$ cat src/design/rvv_config.svh
`ifndef RVV_CONFIG_SVH
`define RVV_CONFIG_SVH

// Intake and decode widths
`define ISSUE_LANE      4
`define NUM_DE_INST     2

// Command queue sizing, depth must be a power of two
`define CQ_DEPTH        8
`define CQ_PTR_W        3
`define CQ_CNT_W        4

// Vector register geometry
`define VLEN            128
`define SEW             8
`define VELEM_NUM       (`VLEN / `SEW)
`define NUM_VREG        32
`define VREG_IDX_W      5

// Scalar operand width from the core
`define XLEN            32

`endif

$ cat src/design/rvv_data_pkg.sv
`include "rvv_config.svh"

package rvv_data_pkg;

    // One element at the fixed SEW
    typedef logic [`SEW-1:0] elem_t;

    // Whole vector register, LMUL of one
    typedef logic [`VLEN-1:0] vreg_t;

    // Retire report per lane
    typedef struct packed {
        logic [`VREG_IDX_W-1:0] vd;
        vreg_t                  data;
    } rt_result_t;

endpackage

$ cat src/design/rvv_inst_pkg.sv
`include "rvv_config.svh"

package rvv_inst_pkg;

    // Supported integer ALU ops
    typedef enum logic [1:0] {
        VOP_ADD_VV  = 2'd0,
        VOP_ADD_VX  = 2'd1,
        VOP_SUB_VV  = 2'd2,
        VOP_RSUB_VX = 2'd3
    } vop_e;

    typedef logic [`VREG_IDX_W-1:0] vreg_idx_t;
    typedef logic [`XLEN-1:0]       xdata_t;

    // Command as sent by the scalar core
    typedef struct packed {
        xdata_t    inst_pc;
        vop_e      op;
        vreg_idx_t vd;
        vreg_idx_t vs1;
        vreg_idx_t vs2;
        xdata_t    rs1_data;
    } rvv_cmd_t;

    // Decoded uop, bypass flags only valid in lane 1
    typedef struct packed {
        vop_e                op;
        vreg_idx_t           vd;
        vreg_idx_t           vs1;
        vreg_idx_t           vs2;
        rvv_data_pkg::elem_t scalar;
        logic                byp_vs1;
        logic                byp_vs2;
    } rvv_uop_t;

endpackage

$ cat src/design/rvv_decode.sv
`include "rvv_config.svh"

module rvv_decode (
    input  logic                                      clk,
    input  logic                                      rst_n,

    input  logic                [`NUM_DE_INST-1:0]    head_valid,
    input  rvv_inst_pkg::rvv_cmd_t [`NUM_DE_INST-1:0] head,

    output logic                [`NUM_DE_INST-1:0]    uop_valid,
    output rvv_inst_pkg::rvv_uop_t [`NUM_DE_INST-1:0] uop
);

    rvv_inst_pkg::rvv_uop_t [`NUM_DE_INST-1:0] uop_nxt;

    logic lane1_reads_vs1;

    always_comb begin
        for (int j = 0; j < `NUM_DE_INST; j++) begin
            uop_nxt[j].op      = head[j].op;
            uop_nxt[j].vd      = head[j].vd;
            uop_nxt[j].vs1     = head[j].vs1;
            uop_nxt[j].vs2     = head[j].vs2;
            // Only the low element bits of rs1 matter at this SEW
            uop_nxt[j].scalar  = head[j].rs1_data[`SEW-1:0];
            uop_nxt[j].byp_vs1 = 1'b0;
            uop_nxt[j].byp_vs2 = 1'b0;
        end

        // vx ops take the scalar instead of vs1
        lane1_reads_vs1 = (head[1].op == rvv_inst_pkg::VOP_ADD_VV) ||
                          (head[1].op == rvv_inst_pkg::VOP_SUB_VV);

        // Same-cycle RAW on lane 0's destination
        if (head_valid[0] && head_valid[1]) begin
            uop_nxt[1].byp_vs1 = lane1_reads_vs1 && (head[1].vs1 == head[0].vd);
            uop_nxt[1].byp_vs2 = head[1].vs2 == head[0].vd;
        end
    end

    always_ff @(posedge clk or negedge rst_n) begin
        if (!rst_n) begin
            uop_valid <= '0;
        end else begin
            uop_valid <= head_valid;
        end
    end

    always_ff @(posedge clk) begin
        for (int j = 0; j < `NUM_DE_INST; j++) begin
            if (head_valid[j]) begin
                uop[j] <= uop_nxt[j];
            end
        end
    end

endmodule

$ cat config.mk
export PLATFORM = sky130hd
export DESIGN_NAME = rvv_decode
export DESIGN_NICKNAME = d
export VERILOG_FILES = /design/src/design/rvv_data_pkg.sv /design/src/design/rvv_inst_pkg.sv /design/src/design/rvv_decode.sv
export VERILOG_INCLUDE_DIRS = /design/src /design/src/design
export SDC_FILE = /design/constraint.sdc
export NUM_CORES = 1
export LEC_CHECK = 0
export ABC_AREA = 1
export BUFFER_PORTS_ARGS = -buffer_cell sky130_fd_sc_hd__buf_2
export CAP_MARGIN = 20
export CORE_AREA = 2 2 85 87
export CTS_CLUSTER_DIAMETER = 80
export DETAILED_ROUTE_END_ITERATION = 6
export DIE_AREA = 0 0 87 89
export PLACE_DENSITY_LB_ADDON = 0.2
export SYNTH_ARGS = -nofsm -noshare
export SYNTH_HDL_FRONTEND = slang
export SYNTH_SLANG_ARGS = --single-unit
$ cat constraint.sdc
create_clock -name clk -period 0.8 [get_ports clk]
set_input_delay 0.24 -clock clk [delete_from_list [all_inputs] [get_ports clk]]
set_output_delay 0.24 -clock clk [all_outputs]
set_load 0.05 [all_outputs]
==> summary.txt, run 1 <==
outcome = finished with violations
violated checks = negative setup slack
leakage = 1.35 nW
post-route ant nets = 0
RSZ-0062 raised after global routing = yes
Final setup viols = 54
grt total ovfl = 0
endpoints failing hold = 0
Syn Inst Count = 107
layout cells sized above 1 = 55.8%
min-delay src = head[4]
Core ar. = 6720 µm²
critical path's slowest cell = edfxtp_1
DIE AREA = 7740 µm²
gr usage total = 12.8%
endpoint type of the worst setup path = primary output
hold depth = 1
area grow syn2layout = 66.0%
I/O pins = 222
wire length per cell = 15.6 µm
vias in the first global route = 1327
first-pass GRT wire length = 7.01 mm
commonest non-fill, non-tap cell in the layout = buf_2
Yosys reg bits = 54
Synth Warn # = 0
1st-iter DRT viols = 41
Setup CP Type = register to primary output
Detailed Routing Iterations Pass 1 = 2
synthesized area per cell = 17.2 µm²
CP delay by family, top = flip-flops
Max Root-Sink Buffers = 2
row count = 30
clock sink count = 54
Synth Area in Compound Gates = 0%
Final HPWL DP = 3.66 mm
Initial Util = 27.3%
Root Buffer = clkbuf_8
Syn Std Cell Area = 1840 µm²
startpoint types = register
largest cells by area after synthesis = edfxtp_1 (85%), nand2_1 (5.3%), dfrtp_1 (2.7%), inv_1 (2.7%), nor2_1 (1.0%)
clk slew on worst S/H paths = 100 ps
htree depth = 2
Worst Path Buf+Inv = 1
dominant cell type by area after synthesis = edfxtp_1
post-layout instance area = 3050 µm²
Max Freq = 864 MHz
power per cell area = 2260 nW/µm²
simple-gate share of the synthesized area = 7.36%
Via density = 4.05
die outline width = 87 µm
Worst Hold Endpoint = uop[6]
Routed Wire Length = 4.88 mm
mux cell area share after synthesis = 0%
WP data required = 560 ps
PortBufs = 107
Hold/Removal Path Class = input pin to register
PnR worst setup slack = -357 ps
Post-CTS Setup Bufs = 0
Crit Path Max Fanout = 1
largest family of logic cells by synthesized area = simple AND/OR/NAND/NOR gates
largest net degree at the start of global routing = 17
fin crit share = 145%
crit-path max cell delay = 440 ps
Max VDD drop = 0.00102 V
Tmin final = 1160 ps
Slew Viols, Final = 0
max cap viols = 0
area fraction of the dominant cell type after synthesis = 85.1%
Area after DPL = 2620 µm²
Vias = 1269
Seq/Total Area, Yosys = 87.8%
CTS tree = built
TritonCTS Buffers = 5
initial antenna violation count = 0
DRC Markers = 0
RD Place Congestion = 0.763
Adder-Cell Fraction of Synth Area = 0%
synth unique cells = 11
Synth Area in XOR/XNOR = 0.954%
number of nets in the layout = 398
WP data arrival = 920 ps
worst-path cell chain = buf_12
Die Ht = 89 µm
final core occ = 45.3%
Ant. Diodes = 0
commonest non-fill, non-tap cells in the layout = buf_2 (53), edfxtp_1 (52), buf_6 (49)
logic make-up after synthesis:
group / count (synthesis)
DFF: 54
other: 1
xor gates and xnor gates: 2
buffers and inverters: 16
and+or+nand+nor: 34
area by class of cell:
class	instances	area, µm²
Clock buffer	6	72.6
Clock inverter	2	37.5
Inverter	14	52.6
Sequential cell	54	1610
Timing Repair Buffer	119	1010
Tap cell	80	100
Multi-Input combinational cell	38	160
Fill cell	617	3670
metal layers:
layer | track usage (%) | routed length, µm
met2 | 18.0 | 1950
met4 | 4.69 | 70
met1 | 15.5 | 2040
met5 | 0 | 0
met3 | 8.86 | 824
power by group:
part	total, W	internal [W]	leakage [nW]	switching (W)
registers	0.00345	0.00334	0.530	0.000108
logic	0.00162	0.000584	0.772	0.00103
clock network	0.00182	0.000935	0.0514	0.000882
through the flow:
step           setup WS (ps)  power (W)  setup TNS (ps)  std cells  hold WS, ps
6_report                -357    0.00688          -16580        313          104
5_1_grt                 -394    0.00713          -18520        313         86.9
4_1_cts                 -378    0.00697          -17380        313         91.0
3_5_place_dp            -147    0.00485           -5020        304         27.5
3_3_place_gp            -143    0.00485           -5100        304         25.7
2_1_floorplan          -40.6    0.00432           -2110        108        -55.6
flip-flops by register name (all words and copies together), names as in the netlist:
| signal | flops |
|---|---|
| uop | 52 |
| uop_valid | 2 |
worst max-delay path by stage:
stage	cells after the start	to	slack, ps	from
2_1_floorplan	0	uop[10]	-40	uop[10]
3_3_place_gp	7	uop[28]	-140	head[45]
3_5_place_dp	7	uop[28]	-150	head[45]
4_1_cts	1	uop[8]	-380	uop[8]
5_1_grt	1	uop[8]	-390	uop[8]
6_report	1	uop[8]	-360	uop[8]
synthesized netlist by cell type:
| master | n |
|---|---|
| edfxtp_1 | 52 |
| xnor2_1 | 2 |
| dfrtp_1 | 2 |
| nor2_2 | 2 |
| nor2_1 | 5 |
| buf_4 | 2 |
| inv_1 | 13 |
| nand4_1 | 1 |
| nand2_1 | 26 |
| inv_2 | 1 |
| conb_1 | 1 |
what timing repair did:
item,4_1_cts,5_1_grt
pin swaps,0,0
hold endpoints to repair,2,0
gates cloned,0,0
hold buffers,1,0
endpoints found under the setup margin,54,54
gates resized for setup,98,0
No activity file was read; power rests on OpenSTA's default activity.
==> run 2, diff against run 1 <==
--- a/config.mk
+++ b/config.mk
@@ -10,6 +10,7 @@
 export BUFFER_PORTS_ARGS = -buffer_cell sky130_fd_sc_hd__buf_2
 export CAP_MARGIN = 20
 export CORE_AREA = 2 2 85 87
+export CTS_BUF_LIST = sky130_fd_sc_hd__clkbuf_16
 export CTS_CLUSTER_DIAMETER = 80
 export DETAILED_ROUTE_END_ITERATION = 6
 export DIE_AREA = 0 0 87 89
==> run 2 against run 1 <==
Compared with the run above:
- the run still ends with negative setup slack left
- via count grew 0.39%
- first-iteration DRC count rose by 34%
- cell area increased by 1.8%
- sequential share of layout area is 0.96 points lower
- sequential power hardly changed
- non-clock buffer count did not move
- maximum frequency is 1.9% higher
- die area is the same
- critical path type unchanged
==> summary.txt, run 2 (synthesis gave the netlist of run 1 again) <==
RSZ-0062 raised after global routing = yes
gr usage total = 12.9% (+0.12 points)
Worst Path Buf+Inv = 1 (unchanged)
I/O pins = 222 (unchanged)
Tmin final = 1140 ps (-21.4 ps)
critical path's slowest cell = edfxtp_1
grt total ovfl = 0 (unchanged)
final core occ = 46.2% (+0.84 points)
Setup CP Type = register to primary output
row count = 30 (unchanged)
Largest regs = uop: 52 flops, uop_valid: 2 flops
min-delay src = head[32]
clock sink count = 54 (unchanged)
Max Freq = 881 MHz (+1.9%)
placed insts = 304 (unchanged)
first-pass GRT wire length = 7.04 mm (+0.40%)
Detailed Routing Iterations Pass 1 = 3 (+1)
violated checks = negative setup slack
endpoint type of the worst setup path = primary output
Crit path depth = 1 (unchanged)
Ant. Diodes = 0 (unchanged)
multi-input logic area = 160 µm² (unchanged)
initial antenna violation count = 0 (unchanged)
die outline width = 87 µm (unchanged)
outcome = finished with violations
fin crit share = 142% (-2.7 points)
vias in the first global route = 1329 (+0.15%)
Slew Viols, Final = 0 (unchanged)
htree depth = 2 (unchanged)
hold depth = 1 (unchanged)
Largest Register = uop
crit-path max cell delay = 430 ps (about the same)
WP data arrival = 900 ps (-20 ps)
1st-iter DRT viols = 55 (+34%)
Final HPWL DP = 3.66 mm (unchanged)
power per cell area = 2410 nW/µm² (+6.5%)
commonest non-fill, non-tap cell in the layout = buf_2
post-route ant nets = 0 (unchanged)
leakage = 1.38 nW (+2.2%)
Core ar. = 6720 µm² (unchanged)
max cap viols = 0 (unchanged)
CP delay by family, top = flip-flops
endpoints failing hold = 0 (unchanged)
Initial Util = 27.3% (unchanged)
largest net degree at the start of global routing = 17 (unchanged)
area grow syn2layout = 69.1%
wire length per cell = 15.5 µm (-0.51%)
max FFs per register = 52 (unchanged)
Die Ht = 89 µm (unchanged)
Vias = 1274 (+0.39%)
TritonCTS Buffers = 5 (unchanged)
PortBufs = 107 (unchanged)
worst-path cell chain = buf_12
Cell Count, Final, Fillers Out = 313 (unchanged)
commonest non-fill, non-tap cells in the layout = buf_2 (53), edfxtp_1 (52), buf_6 (49)
FF+latch area = 1610 µm² (unchanged)
Crit Path Max Fanout = 1 (unchanged)
worst setup path start = uop[8]
Final setup viols = 54 (unchanged)
Hold/Removal Path Class = input pin to register
PnR worst setup slack = -335 ps (+21.4 ps)
Max Root-Sink Buffers = 2 (unchanged)
clk slew on worst S/H paths = 70 ps (-30 ps)
startpoint types = register
Via density = 4.07 (+0.39%)
Max VDD drop = 0.000973 V (-4.8%)
Routed Wire Length = 4.86 mm (-0.51%)
layout cells sized above 1 = 55.8% (unchanged)
Fill cells = 613 (-0.65%)
DRC Markers = 0 (unchanged)
number of nets in the layout = 398 (unchanged)
Post-CTS Setup Bufs = 0 (unchanged)
DIE AREA = 7740 µm² (unchanged)
Hold WS = 125 ps (+20.4 ps)
RD Place Congestion = 0.763 (unchanged)
Root Buffer = clkbuf_16
CTS tree = built
WP data required = 560 ps (about the same)
-- run 2: final timing paths --
kind	slack (ps)	end
min	120	uop[10]
max	-340	uop[8]
max in group asynchronous	380	uop_valid[0]
min in group asynchronous	320	uop_valid[1]
-- run 2: stage by stage --
step                setup WS, ps  TNS [ps]  total power (W)  cell area [µm²]
floorplan                  -40.6     -2110          0.00432             1840
global placement            -143     -5100          0.00485             2620
detailed placement          -147     -5020          0.00485             2620
CTS                         -345    -15780          0.00758             3100
global route                -363    -16760          0.00773             3100
finish                      -335    -15210          0.00747             3100
-- run 2: repair_timing --
item	CTS	global route
endpoints found under the hold margin	2	0
endpoints found under the setup margin	54	54
gates resized for setup	98	0
hold buffers	1	0
-- run 2: layer usage --
| metal | global-route usage (%) | wire length [µm] | up-vias |
|---|---|---|---|
| li1 | - | - | 609 |
| met1 | 15.3 | 2020 | 570 |
| met2 | 18.2 | 1940 | 88 |
| met3 | 9.14 | 824 | 7 |
| met4 | 5.11 | 76 | 0 |
| met5 | 0 | 0 | - |
-- run 2: final cells by class --
| type | count | share of cell area [%] |
|---|---|---|
| Clock inverter | 3 | 1.33 |
| Sequential cell | 54 | 52.0 |
| Inverter | 14 | 1.69 |
| Multi-Input combinational cell | 38 | 5.16 |
| Timing Repair Buffer | 119 | 32.5 |
| Tap cell | 80 | 3.23 |
| Clock buffer | 5 | 4.03 |
-- run 2: report_power, final --
part / switching (W) / internal (W) / leakage [nW]
logic: 0.00103 / 0.000584 / 0.772
clock network: 0.000934 / 0.00146 / 0.0812
registers: 0.000107 / 0.00335 / 0.530
total: 0.00208 / 0.00540 / 1.38
==> run 3, diff against run 2 <==
--- a/config.mk
+++ b/config.mk
@@ -6,15 +6,15 @@
 export SDC_FILE = /design/constraint.sdc
 export NUM_CORES = 1
 export LEC_CHECK = 0
-export ABC_AREA = 1
 export BUFFER_PORTS_ARGS = -buffer_cell sky130_fd_sc_hd__buf_2
 export CAP_MARGIN = 20
-export CORE_AREA = 2 2 85 87
+export CORE_AREA = 2 2 87 89
 export CTS_BUF_LIST = sky130_fd_sc_hd__clkbuf_16
 export CTS_CLUSTER_DIAMETER = 80
 export DETAILED_ROUTE_END_ITERATION = 6
-export DIE_AREA = 0 0 87 89
+export DIE_AREA = 0 0 89 91
 export PLACE_DENSITY_LB_ADDON = 0.2
+export REMOVE_ABC_BUFFERS = 1
 export SYNTH_ARGS = -nofsm -noshare
 export SYNTH_HDL_FRONTEND = slang
 export SYNTH_SLANG_ARGS = --single-unit
==> constraint.sdc (replaced) <==
create_clock -name clk -period 1.1 [get_ports clk]
set_input_delay 0.33 -clock clk [delete_from_list [all_inputs] [get_ports clk]]
set_output_delay 0.33 -clock clk [all_outputs]
set_load 0.05 [all_outputs]
==> run 3 against run 2 <==
Compared with the run above:
- the run still ends with negative setup slack left
- routed wire length down 5.3%
- flip-flop and latch count unchanged
- synthesized cell count down 33%
- critical path depth unchanged
- non-clock buffer count down 2
- clock power down 38%
- cell area down 3.9%
- core utilization down 4.4 points
- via count down 12%
- cell count down 5.4%
- power down 31%
- critical path type unchanged
- critical endpoint is now uop[40]
==> summary.txt, run 3 <==
outcome = finished with violations
violated checks = negative setup slack
layout cells sized above 1 = 62.8% (+7.0 points)
Setup CP Type = register to primary output
leakage = 1.23 nW (-11%)
commonest non-fill, non-tap cell in the layout = buf_6
Crit path depth = 1 (unchanged)
Critical Path End = uop[40]
largest cells by area after synthesis = edfxtp_1 (89%), xnor2_1 (4.0%), dfrtp_1 (2.9%), xor2_1 (1.0%), buf_4 (0.86%)
area fraction of the dominant cell type after synthesis = 89.1% (+4.1 points)
1st-iter DRT viols = 52 (-5.5%)
ys flop type = edfxtp_1
Via density = 3.78 (-7.2%)
most common cell in the synthesized netlist = edfxtp_1
Post-synth EDFFs = 52 (unchanged)
Final setup viols = 54 (unchanged)
endpoint type of the worst setup path = primary output
I/O pins = 222 (unchanged)
worst-path cell chain = buf_6
dominant cell type by area after synthesis = edfxtp_1
WP data arrival = 890 ps (about the same)
Seq/Total Area, Yosys = 92.0% (+4.2 points)
grt total ovfl = 0 (unchanged)
htree depth = 2 (unchanged)
Tmin final = 1220 ps
Detailed Routing Iterations Pass 1 = 4 (+1)
Root Buffer = clkbuf_16
PnR worst setup slack = -124 ps (+211 ps)
startpoint types = register
Final HPWL DP = 3.53 mm (-3.6%)
Fill cells = 682 (+11%)
fin crit share = 111%
TritonCTS Buffers = 5 (unchanged)
WP data required = 770 ps (+210 ps)
Routed Wire Length = 4.60 mm (-5.3%)
CP delay by family, top = flip-flops
Hold WS = 220 ps (+95.5 ps)
die outline width = 89 µm (+2.3%)
Vias = 1118 (-12%)
Cell Count, Final, Fillers Out = 296 (-5.4%)
PortBufs = 107 (unchanged)
RSZ-0062 raised after global routing = yes
placed insts = 286 (-5.9%)
row count = 31 (+3.3%)
largest net degree at the start of global routing = 19 (+2)
max cap viols = 0 (unchanged)
Worst Path Buf+Inv = 1 (unchanged)
crit-path max cell delay = 430 ps (about the same)
DRC Markers = 0 (unchanged)
worst slack, placed = -139 ps (+8.51 ps)
Hold/Removal Path Class = input pin to register
max FFs per register = 52 (unchanged)
Synth Warn # = 0 (unchanged)
setup TNS = -3430 ps (+11780 ps)
commonest non-fill, non-tap cells in the layout = buf_6 (54), buf_2 (53), edfxtp_1 (52)
Max VDD drop = 0.000620 V (-36%)
Max Root-Sink Buffers = 2 (unchanged)
Syn Inst Count = 72 (-33%)
Crit Path Max Fanout = 1 (unchanged)
RD Place Congestion = 0.652 (-15%)
Max Freq = 817 MHz
area grow syn2layout = 70.3%
endpoints failing hold = 0 (unchanged)
vias in the first global route = 1232 (-7.3%)
synth unique cells = 10 (-1)
gr usage total = 11.5% (-1.5 points)
Synth async-reset ratio = 3.70% (unchanged)
final core occ = 41.8% (-4.4 points)
Slew Viols, Final = 0 (unchanged)
CTS tree = built
Core ar. = 7140 µm² (+6.2%)
clk slew on worst S/H paths = 70 ps (about the same)
Initial Util = 24.5% (-2.8 points)
Die Ht = 91 µm (+2.2%)
initial antenna violation count = 0 (unchanged)
power per cell area = 1720 nW/µm² (-29%)
critical path's slowest cell = edfxtp_1
Largest Register = uop
synthesized area per cell = 24.3 µm² (+42%)
wire length per cell = 15.5 µm (+0.15%)
worst setup path start = uop[40]
Syn Std Cell Area = 1750 µm² (-4.6%)
post-route ant nets = 0 (unchanged)
clock sink count = 54 (unchanged)
Yosys reg bits = 54 (unchanged)
Post-CTS Setup Bufs = 0 (unchanged)
first-pass GRT wire length = 6.58 mm (-6.5%)
top post-synthesis cells by count = edfxtp_1 (52), xnor2_1 (8)
number of nets in the layout = 361 (-9.3%)
DIE AREA = 8100 µm² (+4.6%)
Largest regs = uop: 52 flops, uop_valid: 2 flops
-- run 3: what timing repair did --
action,4_1_cts,5_1_grt
endpoints found under the hold margin,2,0
endpoints found under the setup margin,54,54
cloned,0,0
pin swaps,0,0
hold buffers,1,0
gates resized for setup,108,0
-- run 3: how the worst min path moves through the flow --
stage | to | start | cells past startpoint | slack (ps)
finish | uop[31] | head[83] | 1 | 220
global route | uop[50] | head[126] | 1 | 210
CTS | uop[26] | head[48] | 1 | 210
detailed placement | uop_valid[1] | rst_n | 1 | 120
global placement | uop_valid[1] | rst_n | 1 | 120
floorplan | uop_valid[0] | rst_n | 0 | 30
-- run 3: logic make-up (layout without fill, tap and decap cells) --
| family | after synthesis | count (layout) | share of synthesized area, % |
|---|---|---|---|
| DFF | 54 | 54 | 92.0 |
| xor gates and xnor gates | 10 | 10 | 5.00 |
| and+or+nand+nor | 5 | 5 | 1.93 |
| buffers and inverters | 2 | 125 | 0.857 |
| other | 1 | 3 | 0.214 |
-- run 3: per-stage QoR --
| step | total power (W) | cell area (µm²) |
|---|---|---|
| 2_1_floorplan | 0.00312 | 1740 |
| 6_report | 0.00513 | 2980 |
| 3_5_place_dp | 0.00347 | 2490 |
| 5_1_grt | 0.00533 | 2980 |
| 3_3_place_gp | 0.00347 | 2490 |
| 4_1_cts | 0.00520 | 2980 |
-- run 3: final cells by class --
class	instances	area, µm²	share of cell area (%)
tap	99	124	4.15
clock buffer	5	125	4.19
sequential	54	1610	54.0
multi-input combinational	17	129	4.32
timing repair buffer	117	976	32.7
antenna	1	2.50	0.0839
clock inverter	3	15.0	0.503
-- run 3: layer usage --
metal | vias up | part of all wire (%) | track usage [%]
met3 | 2 | 13 | 5.82
met2 | 64 | 46 | 17.5
met4 | 0 | 0.91 | 3.36
met1 | 531 | 40 | 14.1
li1 | 521 | - | -
met5 | - | 0 | 0
-- run 3: power breakdown --
group / internal (W) / switching (W) / total [W] / leakage, nW
registers: 0.00243 / 0.0000755 / 0.00251 / 0.532
clock network: 0.000828 / 0.000652 / 0.00148 / 0.0724
logic: 0.000405 / 0.000734 / 0.00114 / 0.627
total: 0.00367 / 0.00146 / 0.00513 / 1.23
